## config.mk

```make
export PLATFORM = sky130hd
export DESIGN_NAME = alu_core_top
export DESIGN_NICKNAME = d
export VERILOG_FILES = /design/src/alu_pkg.sv /design/src/regfile.sv /design/src/inst_decode.sv /design/src/exec_reg.sv /design/src/alu.sv /design/src/alu_core_top.sv
export SDC_FILE = /design/constraint.sdc
export NUM_CORES = 1
export LEC_CHECK = 0
export BUFFER_PORTS_ARGS = -buffer_cell sky130_fd_sc_hd__buf_2
export CORE_UTILIZATION = 57
export DETAILED_ROUTE_END_ITERATION = 12
export GPL_TIMING_DRIVEN = 0
export PLACE_DENSITY = 0.84
export SYNTH_ARGS = -nofsm -noshare
export SYNTH_HDL_FRONTEND = slang
export SYNTH_SLANG_ARGS = --single-unit
export TNS_END_PERCENT = 100
```

## constraint.sdc

```tcl
create_clock -name clk -period 5.9 [get_ports clk]
set_input_delay 0.295 -clock clk [delete_from_list [all_inputs] [get_ports clk]]
set_output_delay 0.295 -clock clk [all_outputs]
set_load 0.02 [all_outputs]
```

## src/alu_pkg.sv

```systemverilog
package alu_pkg;

        // Datapath and register file sizes
        localparam int data_width     = 16;
        localparam int reg_count      = 8;
        localparam int reg_addr_width = $clog2(reg_count);
        localparam int op_width       = 4;
        localparam int imm_width      = 6;

        // Opcodes
        localparam logic [op_width-1:0] op_rot_l  = 4'b0000;
        localparam logic [op_width-1:0] op_shft_l = 4'b0001;
        localparam logic [op_width-1:0] op_rot_r  = 4'b0010;
        localparam logic [op_width-1:0] op_shft_r = 4'b0011;
        localparam logic [op_width-1:0] op_add    = 4'b0100;
        localparam logic [op_width-1:0] op_or     = 4'b0101;
        localparam logic [op_width-1:0] op_xor    = 4'b0110;
        localparam logic [op_width-1:0] op_and    = 4'b0111;
        localparam logic [op_width-1:0] op_btr    = 4'b1000;
        localparam logic [op_width-1:0] op_lbi    = 4'b1001;
        localparam logic [op_width-1:0] op_slbi   = 4'b1010;
        localparam logic [op_width-1:0] op_nop    = 4'b1111;

        // Register form, fn holds invert and sign controls
        typedef struct packed {
                logic [op_width-1:0]       op;
                logic [reg_addr_width-1:0] rd;
                logic [reg_addr_width-1:0] rs;
                logic [reg_addr_width-1:0] rt;
                logic [2:0]                fn;
        } inst_rrr_t;

        // Immediate form
        typedef struct packed {
                logic [op_width-1:0]       op;
                logic [reg_addr_width-1:0] rd;
                logic [reg_addr_width-1:0] rs;
                logic [imm_width-1:0]      imm;
        } inst_ri_t;

        typedef union packed {
                inst_rrr_t rrr;
                inst_ri_t  ri;
        } inst_t;

        typedef struct packed {
                logic                      valid;
                logic [op_width-1:0]       op;
                logic [reg_addr_width-1:0] rd;
                logic [reg_addr_width-1:0] a_reg;
                logic [reg_addr_width-1:0] b_reg;
                logic                      b_is_imm;
                logic [data_width-1:0]     a_val;
                logic [data_width-1:0]     b_val;
                logic                      inv_a;
                logic                      inv_b;
                logic                      cin;
                logic                      sign;
                logic                      wb_en;
        } dec_op_t;

        typedef struct packed {
                logic                      valid;
                logic [reg_addr_width-1:0] rd;
                logic [data_width-1:0]     data;
                logic                      wb_en;
                logic                      ofl;
                logic                      z;
                logic                      n;
        } wb_t;

endpackage

```

## src/regfile.sv

```systemverilog
module regfile
        import alu_pkg::*;
(
        input  logic                      clk,
        input  logic                      reset,
        input  logic [reg_addr_width-1:0] ra_addr,
        input  logic [reg_addr_width-1:0] rb_addr,
        output logic [data_width-1:0]     ra_data,
        output logic [data_width-1:0]     rb_data,
        input  wb_t                       wr
);

        logic [data_width-1:0] regs [reg_count];
        logic                  wr_en;

        assign wr_en = wr.valid & wr.wb_en;

        always_ff @(posedge clk) begin
                if (reset) begin
                        for (int i = 0; i < reg_count; i++) begin
                                regs[i] <= '0;
                        end
                end else if (wr_en) begin
                        regs[wr.rd] <= wr.data;
                end
        end

        // Write-through so a read in the write cycle sees the new value
        always_comb begin
                ra_data = regs[ra_addr];
                rb_data = regs[rb_addr];
                if (wr_en && wr.rd == ra_addr) begin
                        ra_data = wr.data;
                end
                if (wr_en && wr.rd == rb_addr) begin
                        rb_data = wr.data;
                end
        end

        // Writeback from the ALU stage must be fully known
        a_wr_known: assert property (
                @(posedge clk) disable iff (reset)
                wr_en |-> !$isunknown({wr.rd, wr.data})
        ) else $error("regfile: unknown write to r%0d", wr.rd);

endmodule

```

## src/inst_decode.sv

```systemverilog
module inst_decode
        import alu_pkg::*;
(
        input  logic                      inst_valid,
        input  inst_t                     inst,
        output logic [reg_addr_width-1:0] ra_addr,
        output logic [reg_addr_width-1:0] rb_addr,
        input  logic [data_width-1:0]     ra_data,
        input  logic [data_width-1:0]     rb_data,
        output dec_op_t                   dec
);

        logic [op_width-1:0]   op;
        logic                  is_ri;
        logic [data_width-1:0] imm_ext;

        // rs sits in the same bits in both views
        assign ra_addr = inst.ri.rs;
        assign rb_addr = inst.rrr.rt;

        // Undefined opcodes fall back to nop
        always_comb begin
                case (inst.rrr.op)
                        op_rot_l, op_shft_l, op_rot_r, op_shft_r,
                        op_add, op_or, op_xor, op_and,
                        op_btr, op_lbi, op_slbi: op = inst.rrr.op;
                        default:                 op = op_nop;
                endcase
        end

        assign is_ri = (op == op_rot_l) || (op == op_shft_l) ||
                       (op == op_rot_r) || (op == op_shft_r) ||
                       (op == op_lbi)   || (op == op_slbi);

        // Only lbi sign-extends its immediate
        assign imm_ext = (op == op_lbi) ?
                         {{(data_width-imm_width){inst.ri.imm[imm_width-1]}}, inst.ri.imm} :
                         {{(data_width-imm_width){1'b0}}, inst.ri.imm};

        always_comb begin
                dec.valid    = inst_valid;
                dec.op       = op;
                dec.rd       = inst.rrr.rd;
                dec.a_reg    = inst.rrr.rs;
                dec.b_reg    = inst.rrr.rt;
                dec.b_is_imm = is_ri;
                dec.a_val    = ra_data;
                dec.b_val    = is_ri ? imm_ext : rb_data;

                if (is_ri) begin
                        dec.inv_a = 1'b0;
                        dec.inv_b = 1'b0;
                        dec.sign  = 1'b1;
                end else begin
                        dec.inv_a = inst.rrr.fn[2];
                        dec.inv_b = inst.rrr.fn[1];
                        dec.sign  = inst.rrr.fn[0];
                end

                // Carry in completes the two's complement of an inverted operand
                dec.cin   = dec.inv_a | dec.inv_b;
                dec.wb_en = (op != op_nop);
        end

endmodule

```

## src/exec_reg.sv

```systemverilog
module exec_reg
        import alu_pkg::*;
(
        input  logic    clk,
        input  logic    reset,
        input  dec_op_t dec,
        input  wb_t     fwd,
        output dec_op_t ex
);

        dec_op_t nxt;
        logic    fwd_live;

        assign fwd_live = fwd.valid & fwd.wb_en;

        // Take the executing result over a stale register read
        always_comb begin
                nxt = dec;
                if (fwd_live && fwd.rd == dec.a_reg) begin
                        nxt.a_val = fwd.data;
                end
                if (fwd_live && !dec.b_is_imm && fwd.rd == dec.b_reg) begin
                        nxt.b_val = fwd.data;
                end
        end

        always_ff @(posedge clk) begin
                if (reset) begin
                        ex.valid <= 1'b0;
                        ex.wb_en <= 1'b0;
                end else begin
                        ex <= nxt;
                end
        end

        a_ex_idle_after_reset: assert property (
                @(posedge clk) $past(reset) |-> !ex.valid
        ) else $error("exec_reg: valid operation right after reset");

endmodule

```

## src/alu.sv

```systemverilog
module alu
        import alu_pkg::*;
(
        input  logic    clk,
        input  logic    reset,
        input  dec_op_t ex,
        output wb_t     fwd,
        output wb_t     wb
);

        logic [data_width-1:0]   in_a;
        logic [data_width-1:0]   in_b;
        logic [data_width:0]     sum_full;
        logic [3:0]              cnt;
        logic [2*data_width-1:0] rot_l_full;
        logic [2*data_width-1:0] rot_r_full;
        logic [data_width-1:0]   shftr_out;
        logic [data_width-1:0]   btr_out;
        logic [data_width-1:0]   slbi_out;
        logic [data_width-1:0]   result;
        logic                    ofl_raw;

        // Operand inversion
        assign in_a = ex.inv_a ? ~ex.a_val : ex.a_val;
        assign in_b = ex.inv_b ? ~ex.b_val : ex.b_val;

        // Adder with carry out in the top bit
        assign sum_full = {1'b0, in_a} + {1'b0, in_b} + {{data_width{1'b0}}, ex.cin};

        // Shifter, count from the low bits of B
        assign cnt        = in_b[3:0];
        assign rot_l_full = {in_a, in_a} << cnt;
        assign rot_r_full = {in_a, in_a} >> cnt;

        always_comb begin
                case (ex.op[1:0])
                        2'b00:   shftr_out = rot_l_full[2*data_width-1:data_width];
                        2'b01:   shftr_out = in_a << cnt;
                        2'b10:   shftr_out = rot_r_full[data_width-1:0];
                        default: shftr_out = in_a >> cnt;
                endcase
        end

        always_comb begin
                for (int i = 0; i < data_width; i++) begin
                        btr_out[i] = in_a[data_width-1-i];
                end
        end

        assign slbi_out = (in_a << 8) | in_b;

        // Result select, nop and anything else pass A
        always_comb begin
                case (ex.op)
                        op_rot_l, op_shft_l,
                        op_rot_r, op_shft_r: result = shftr_out;
                        op_add:              result = sum_full[data_width-1:0];
                        op_or:               result = in_a | in_b;
                        op_xor:              result = in_a ^ in_b;
                        op_and:              result = in_a & in_b;
                        op_btr:              result = btr_out;
                        op_lbi:              result = ex.b_val;
                        op_slbi:             result = slbi_out;
                        default:             result = in_a;
                endcase
        end

        // Signed overflow: same input signs, different result sign
        assign ofl_raw = ex.sign ?
                         (in_a[data_width-1] == in_b[data_width-1]) &&
                         (sum_full[data_width-1] != in_a[data_width-1]) :
                         sum_full[data_width];

        always_comb begin
                fwd.valid = ex.valid;
                fwd.rd    = ex.rd;
                fwd.data  = result;
                fwd.wb_en = ex.wb_en;
                fwd.ofl   = (ex.op == op_add) ? ofl_raw : 1'b0;
                fwd.z     = (result == '0);
                fwd.n     = ex.sign & result[data_width-1];
        end

        always_ff @(posedge clk) begin
                if (reset) begin
                        wb.valid <= 1'b0;
                        wb.wb_en <= 1'b0;
                end else begin
                        wb <= fwd;
                end
        end

        a_ofl_add_only: assert property (
                @(posedge clk) disable iff (reset)
                (wb.valid && wb.ofl) |-> $past(ex.op) == op_add
        ) else $error("alu: overflow flagged on a non-add operation");

        a_wb_idle_after_reset: assert property (
                @(posedge clk) $past(reset) |-> !wb.valid
        ) else $error("alu: writeback valid right after reset");

endmodule

```

## src/alu_core_top.sv

```systemverilog
module alu_core_top
        import alu_pkg::*;
(
        input  logic  clk,
        input  logic  reset,
        input  logic  inst_valid,
        input  inst_t inst,
        output wb_t   wb
);

        logic [reg_addr_width-1:0] ra_addr;
        logic [reg_addr_width-1:0] rb_addr;
        logic [data_width-1:0]     ra_data;
        logic [data_width-1:0]     rb_data;
        dec_op_t                   dec;
        dec_op_t                   ex;
        wb_t                       fwd;

        regfile u_regfile (
                .clk     (clk),
                .reset   (reset),
                .ra_addr (ra_addr),
                .rb_addr (rb_addr),
                .ra_data (ra_data),
                .rb_data (rb_data),
                .wr      (wb)
        );

        inst_decode u_decode (
                .inst_valid (inst_valid),
                .inst       (inst),
                .ra_addr    (ra_addr),
                .rb_addr    (rb_addr),
                .ra_data    (ra_data),
                .rb_data    (rb_data),
                .dec        (dec)
        );

        exec_reg u_exec_reg (
                .clk   (clk),
                .reset (reset),
                .dec   (dec),
                .fwd   (fwd),
                .ex    (ex)
        );

        alu u_alu (
                .clk   (clk),
                .reset (reset),
                .ex    (ex),
                .fwd   (fwd),
                .wb    (wb)
        );

endmodule

```

Yosys cells after proc, flatten, opt, wreduce, memory -nomap -nowiden. Memories as Yosys holds them, arrays and structs flattened. Cells that the tools add are included.

Logic and storage cells: 109. Memories: 1. Latch bits: 0. ROM bits: 0. Output and inout port bits: 24. Flip-flop bits (word level): 69. Bits in writable memories: 128.

Memories: u_regfile.regs (depth 8, bits a word 16, rd ports 2, clocked after memory_dff 0, write ports 8, RTL line regfile.sv:13) `logic [data_width-1:0] regs [reg_count];`.

Div/mod/pow operators: 0. Magnitude comparators: 0. Shifts and indexed selects: 4. Add/subtract/negate cells: 2. Eq/ne operators: 34. Bitwise operators: 10. Multiplexer cells: 21. $mul: 0. Reductions and logical operators: 20.

Operators with widths (number): $mux W16 (9); $pmux W16 S8 (1); $pmux W16 S3 (1); $eq A4 B3 Y1 const B (8); $eq A4 B4 Y1 const B (8); $not A16 Y16 (2); $or A16 B16 Y16 (2); $shl A32 B4 Y32 (1); $shr A32 B4 Y16 (1); $eq A4 B2 Y1 const B (6); $add A16 B16 Y17 (1); $add A17 B1 Y17 (1); $and A16 B16 Y16 (1); $logic_not A16 Y1 (1); $reduce_or A16 Y1 (1); $shl A16 B4 Y16 (1); $shr A16 B4 Y16 (1); $xor A16 B16 Y16 (1); $eq A3 B3 Y1 (4); $eq A4 B1 Y1 const B (3); $logic_not A4 Y1 (3); $reduce_or A11 Y1 (1); $mux W1 (7); $logic_and A1 B1 Y1 (6); other kinds (14) (20).

Longest topological paths before layout.
Depth in word-level cells: 13. Gate-level depth with buffers: 16. Mapped depth without buffers: 13.

Modules after synthesis. A second synthesis with hierarchy kept.

Cells, all modules: 1470. Area, all modules: 15909.0 um^2.

By module, submodules not included: regfile (sequential area each 3843.7 um^2, times used 1, cells each 446, area an instance 7458.4 um^2); alu (sequential area each 700.7 um^2, times used 1, cells each 822, area an instance 5734.2 um^2); exec_reg (sequential area each 1541.5 um^2, times used 1, cells each 99, area an instance 2047.0 um^2); inst_decode (sequential area each 0.0 um^2, times used 1, cells each 103, area an instance 669.4 um^2).

Worst setup path before layout. No wires, ideal clock.

Path kind: reg-to-reg. From: reg u_exec_reg.ex[3] (netlist name). To: reg u_alu.wb[1] (netlist name). Cell stages (with the launch flop): 16. Data required time: 5.724 ns. Slack: 1.851 ns. Path buffers: 3. Arrival time: 3.873 ns. Period minus slack after synthesis: 4.049 ns. Cell sequence: edfxtp_1 > xnor2_1 > inv_2 > buf_2 > buf_1 > buf_2 > ha_1 > inv_1 > o311a_1 > o31a_1 > o21ai_2 > nand2_1 > a31o_1 > a222oi_1 > nand4_1 > nor4_1.

==> load_flow_metrics.sql <==
INSERT INTO impl_metrics (metric_group, metric, value, unit) VALUES
('run_status', 'run_status', 'complete, no violations', ''),
('timing', 'worstMarginPinSlew', '1304', 'ps'),
('logic_synthesis', 'yosysSeqAreaShare', '0.3959', ''),
('floorplanning', 'row_count', '58', ''),
('cts', 'tritoncts', 'yes', ''),
('timing', 'setup-violations-final', '0', ''),
('detailed_routing', 'drtAntennaViolNets', '0', ''),
('power_and_ir_drop', 'switching_share', '0.4086', ''),
('critical_path', 'timing.critical_path.from', 'u_exec_reg.ex[3]', ''),
('finish', 'n_antenna_cell', '0', ''),
('detailed_routing', 'via_per_inst', '7.397', ''),
('floorplanning', 'floorplan_core_area', '0.02533', 'mm²'),
('detailed_routing', 'route.final.wire_length', '57.72', 'mm'),
('critical_path', 'maximum_fanout_count_along_the_critical_path', '10', ''),
('logic_synthesis', 'synth_area', '0.01484', 'mm²'),
('critical_path', 'worst-endpoint-arrival', '6090', 'ps'),
('logic_synthesis', 'synth.yosys.warnings', '0', ''),
('worst_hold_path', 'holdPathStages', '1', ''),
('timing', 'finClkSkew', '8.424', 'ps'),
('logic_synthesis', 'post_synth_edffs', '193', ''),
('cts', 'clk_pin_slew_worst_paths', '80', 'ps'),
('critical_path', 'timing.critical_path.to_type', 'flop', ''),
('power_and_ir_drop', 'vdd.ir_drop.worst', '0.0002401', 'V'),
('power_and_ir_drop', 'power.share.combinational', '0.384', ''),
('critical_path', 'crit_path_end', 'u_alu.wb[1]', ''),
('critical_path', 'critical_path.reg2reg.endpoint', 'u_alu.wb[1]', ''),
('placed_design', 'port_buffers', '36', ''),
('logic_synthesis', 'synth_top_cells_by_area', 'edfxtp_1 (39%), mux4_2 (11%), and2_1 (5.4%)', ''),
('logic_synthesis', 'synth_area_per_cell', '10.00', 'µm²'),
('power_and_ir_drop', 'power.density_cell_area', '292.7', 'mW/mm²'),
('timing', 'part_of_the_cycle_the_worst_path_needs', '0.9914', ''),
('detailed_routing', 'drcViolationCount', '0', ''),
('power_and_ir_drop', 'seq_power_share', '0.371', ''),
('timing', 'max_clock_freq', '171.0', 'MHz'),
('timing', 'fin_tns_setup', '0', 'ps'),
('critical_path', 'r2r-start', 'u_exec_reg.ex[3]', ''),
('logic_synthesis', 'synth_cell_type_count', '86', ''),
('logic_synthesis', 'synthDominantAreaCellType', 'edfxtp_1', ''),
('critical_path', 'worst-r2r-setup-slack', '50', 'ps'),
('logic_synthesis', 'post_synth_and_or_nand_nor_area_fraction', '0.1762', ''),
('worst_hold_path', 'min-delay-path-class', 'input port to flop', ''),
('cts', 'cts_buffer_depth', '2', ''),
('logic_synthesis', 'synthCells', '1484', ''),
('floorplanning', 'floorplan.die.height', '163.4', 'µm'),
('timing', 'rsz0062_at_grt', 'false', ''),
('grt', 'number_of_antenna_violations_at_the_first_check_in_global_routing', '0', ''),
('critical_path', 'worstPathRequired', '6140', 'ps'),
('grt', 'gr-usage-met3', '0.09243', ''),
('critical_path', 'setup.worst_path.class', 'flop to flop', ''),
('logic_synthesis', 'synth_mux_area_frac', '0.1484', ''),
('cts', 'cts.htree.levels', '4', ''),
('grt', 'grt_use_met1', '0.5300', ''),
('logic_synthesis', 'yosysTopAreaCellShare', '0.3905', ''),
('cts', 'clock-root-buffer', 'clkbuf_16', ''),
('finish', 'multi_input_comb_area', '0.008335', 'mm²'),
('timing', 'worst_hold_slack', '21.03', 'ps'),
('timing', 'slew_violations', '0', ''),
('power_and_ir_drop', 'p_int', '2.790', 'mW'),
('finish', 'layout.core_utilization', '0.6366', ''),
('finish', 'drive_gt1_frac', '0.1229', ''),
('grt', 'maximum_number_of_pins_on_one_net_before_global_route_repair', '48', ''),
('finish', 'nFillCells', '1915', ''),
('floorplanning', 'die_outline_area', '0.02669', 'mm²'),
('placed_design', 'dp.final_hpwl', '42.37', 'mm'),
('placed_design', 'gp_routability_congestion', '1.080', ''),
('power_and_ir_drop', 'overall_power_after_layout', '4.719', 'mW'),
('floorplanning', 'design.portCount', '43', ''),
('critical_path', 'r2r.worst_path.cells', '16', ''),
('critical_path', 'cp-start-kind', 'flop', ''),
('floorplanning', 'floorplan.die.width', '163.4', 'µm'),
('timing', 'timing.slew.headroom', '0.1190', '');
==> cells by family (layout without fill, tap and decap cells) <==
logic type | count (synthesis) | in the layout
AOI/OAI and AO/OA | 405 | 405
xor gates and xnor gates | 49 | 49
adders and majority gates | 34 | 34
buffers and inverters | 160 | 238
DFF | 197 | 197
muxes | 131 | 131
and+or+nand+nor | 508 | 508
==> cells in the mapped netlist (all sizes together), types with 12 or more instances <==
cell    number
a211oi      16
a21o        19
a21oi      114
a221oi      14
a31oi       15
and2       128
buf         28
clkbuf      75
edfxtp     193
ha          33
inv         56
mux2i       58
mux4        71
nand2       90
nand2b      33
nand3       26
nor2       122
nor2b       13
nor3        33
nor4        12
o211ai      18
o21ai       91
o22ai       30
or2         17
xnor2       21
xor2        28
==> layout by cell type, fill, tap and decap left out, types with 44 or more instances in the layout <==
| cell | Yosys | routed |
|---|---|---|
| clkbuf_1 | 75 | 74 |
| a21oi_1 | 114 | 114 |
| nand2_1 | 90 | 90 |
| nor2_1 | 122 | 122 |
| inv_1 | 52 | 51 |
| o21ai_0 | 86 | 80 |
| mux4_2 | 71 | 71 |
| mux2i_1 | 58 | 58 |
| and2_1 | 128 | 128 |
| buf_2 | 8 | 44 |
| edfxtp_1 | 193 | 193 |
==> registers in the layout, indices dropped and copies added, names as in the netlist <==
register / flops
u_regfile.regs: 128
u_exec_reg.ex: 45
u_alu.wb: 24
==> worst min path at each step <==
stage	endpoint	slack [ps]	startpoint
CTS	u_exec_reg.ex[46]	30	inst[11]
floorplan	u_exec_reg.ex[0]	360	reset
global placement	u_alu.wb[23]	450	u_exec_reg.ex[51]
detailed placement	u_alu.wb[3]	460	u_exec_reg.ex[0]
finish	u_exec_reg.ex[46]	20	inst[11]
global route	u_exec_reg.ex[46]	20	inst[11]
==> final cells by class <==
class | count | share of cell area
well taps | 330 | 0.02561
plain buffers | 103 | 0.02685
flip-flops and latches | 197 | 0.3644
inverters | 57 | 0.01327
clock buffers | 18 | 0.02662
clock inverters | 14 | 0.009778
repair buffers | 46 | 0.01645
multi-input cells | 1127 | 0.5170
==> what timing repair did <==
| action | CTS | global route |
|---|---|---|
| setup endpoints to repair | 1 | 3 |
| hold buffers | 0 | 0 |
| gates resized for setup | 1 | 5 |
| setup buffers | 2 | 0 |
| gates cloned | 0 | 0 |
| pin swaps | 1 | 0 |
==> worst max-delay path: stages (launching register included) <==
cell,delay [ps]
edfxtp_1,490
buf_2,320
xor2_1,430
buf_2,370
buf_2,310
buf_1,510
ha_1,340
clkbuf_1,210
o21a_1,220
o211ai_1,300
o21ai_0,160
xnor2_1,170
nor2_1,50
o32ai_1,490
o41ai_1,330
or4b_1,580
nor4_1,320
==> power by group through the flow <==
stage | logic (mW) | registers [mW] | clock network [mW]
CTS | 1.72 | 1.74 | 1.14
global placement | 1.70 | 1.76 | 0
global route | 1.89 | 1.76 | 1.18
detailed placement | 1.70 | 1.77 | 0
floorplan | 1.11 | 1.75 | 0
finish | 1.81 | 1.75 | 1.16
==> through the flow <==
stage	setup slack (ps)	instances
2_1_floorplan	1851	1484
3_3_place_gp	-67.76	1850
3_5_place_dp	-86.61	1857
4_1_cts	26.60	1891
5_1_grt	10.98	1892
6_report	50.93	1892
==> metal layers <==
metal / vias to the layer above / wire, µm
met5: - / 0
met3: 326 / 6485
met2: 1233 / 26650
met1: 6681 / 19960
li1: 5755 / -
met4: 0 / 4630
Note: power is estimated with default switching activity, not from simulation.
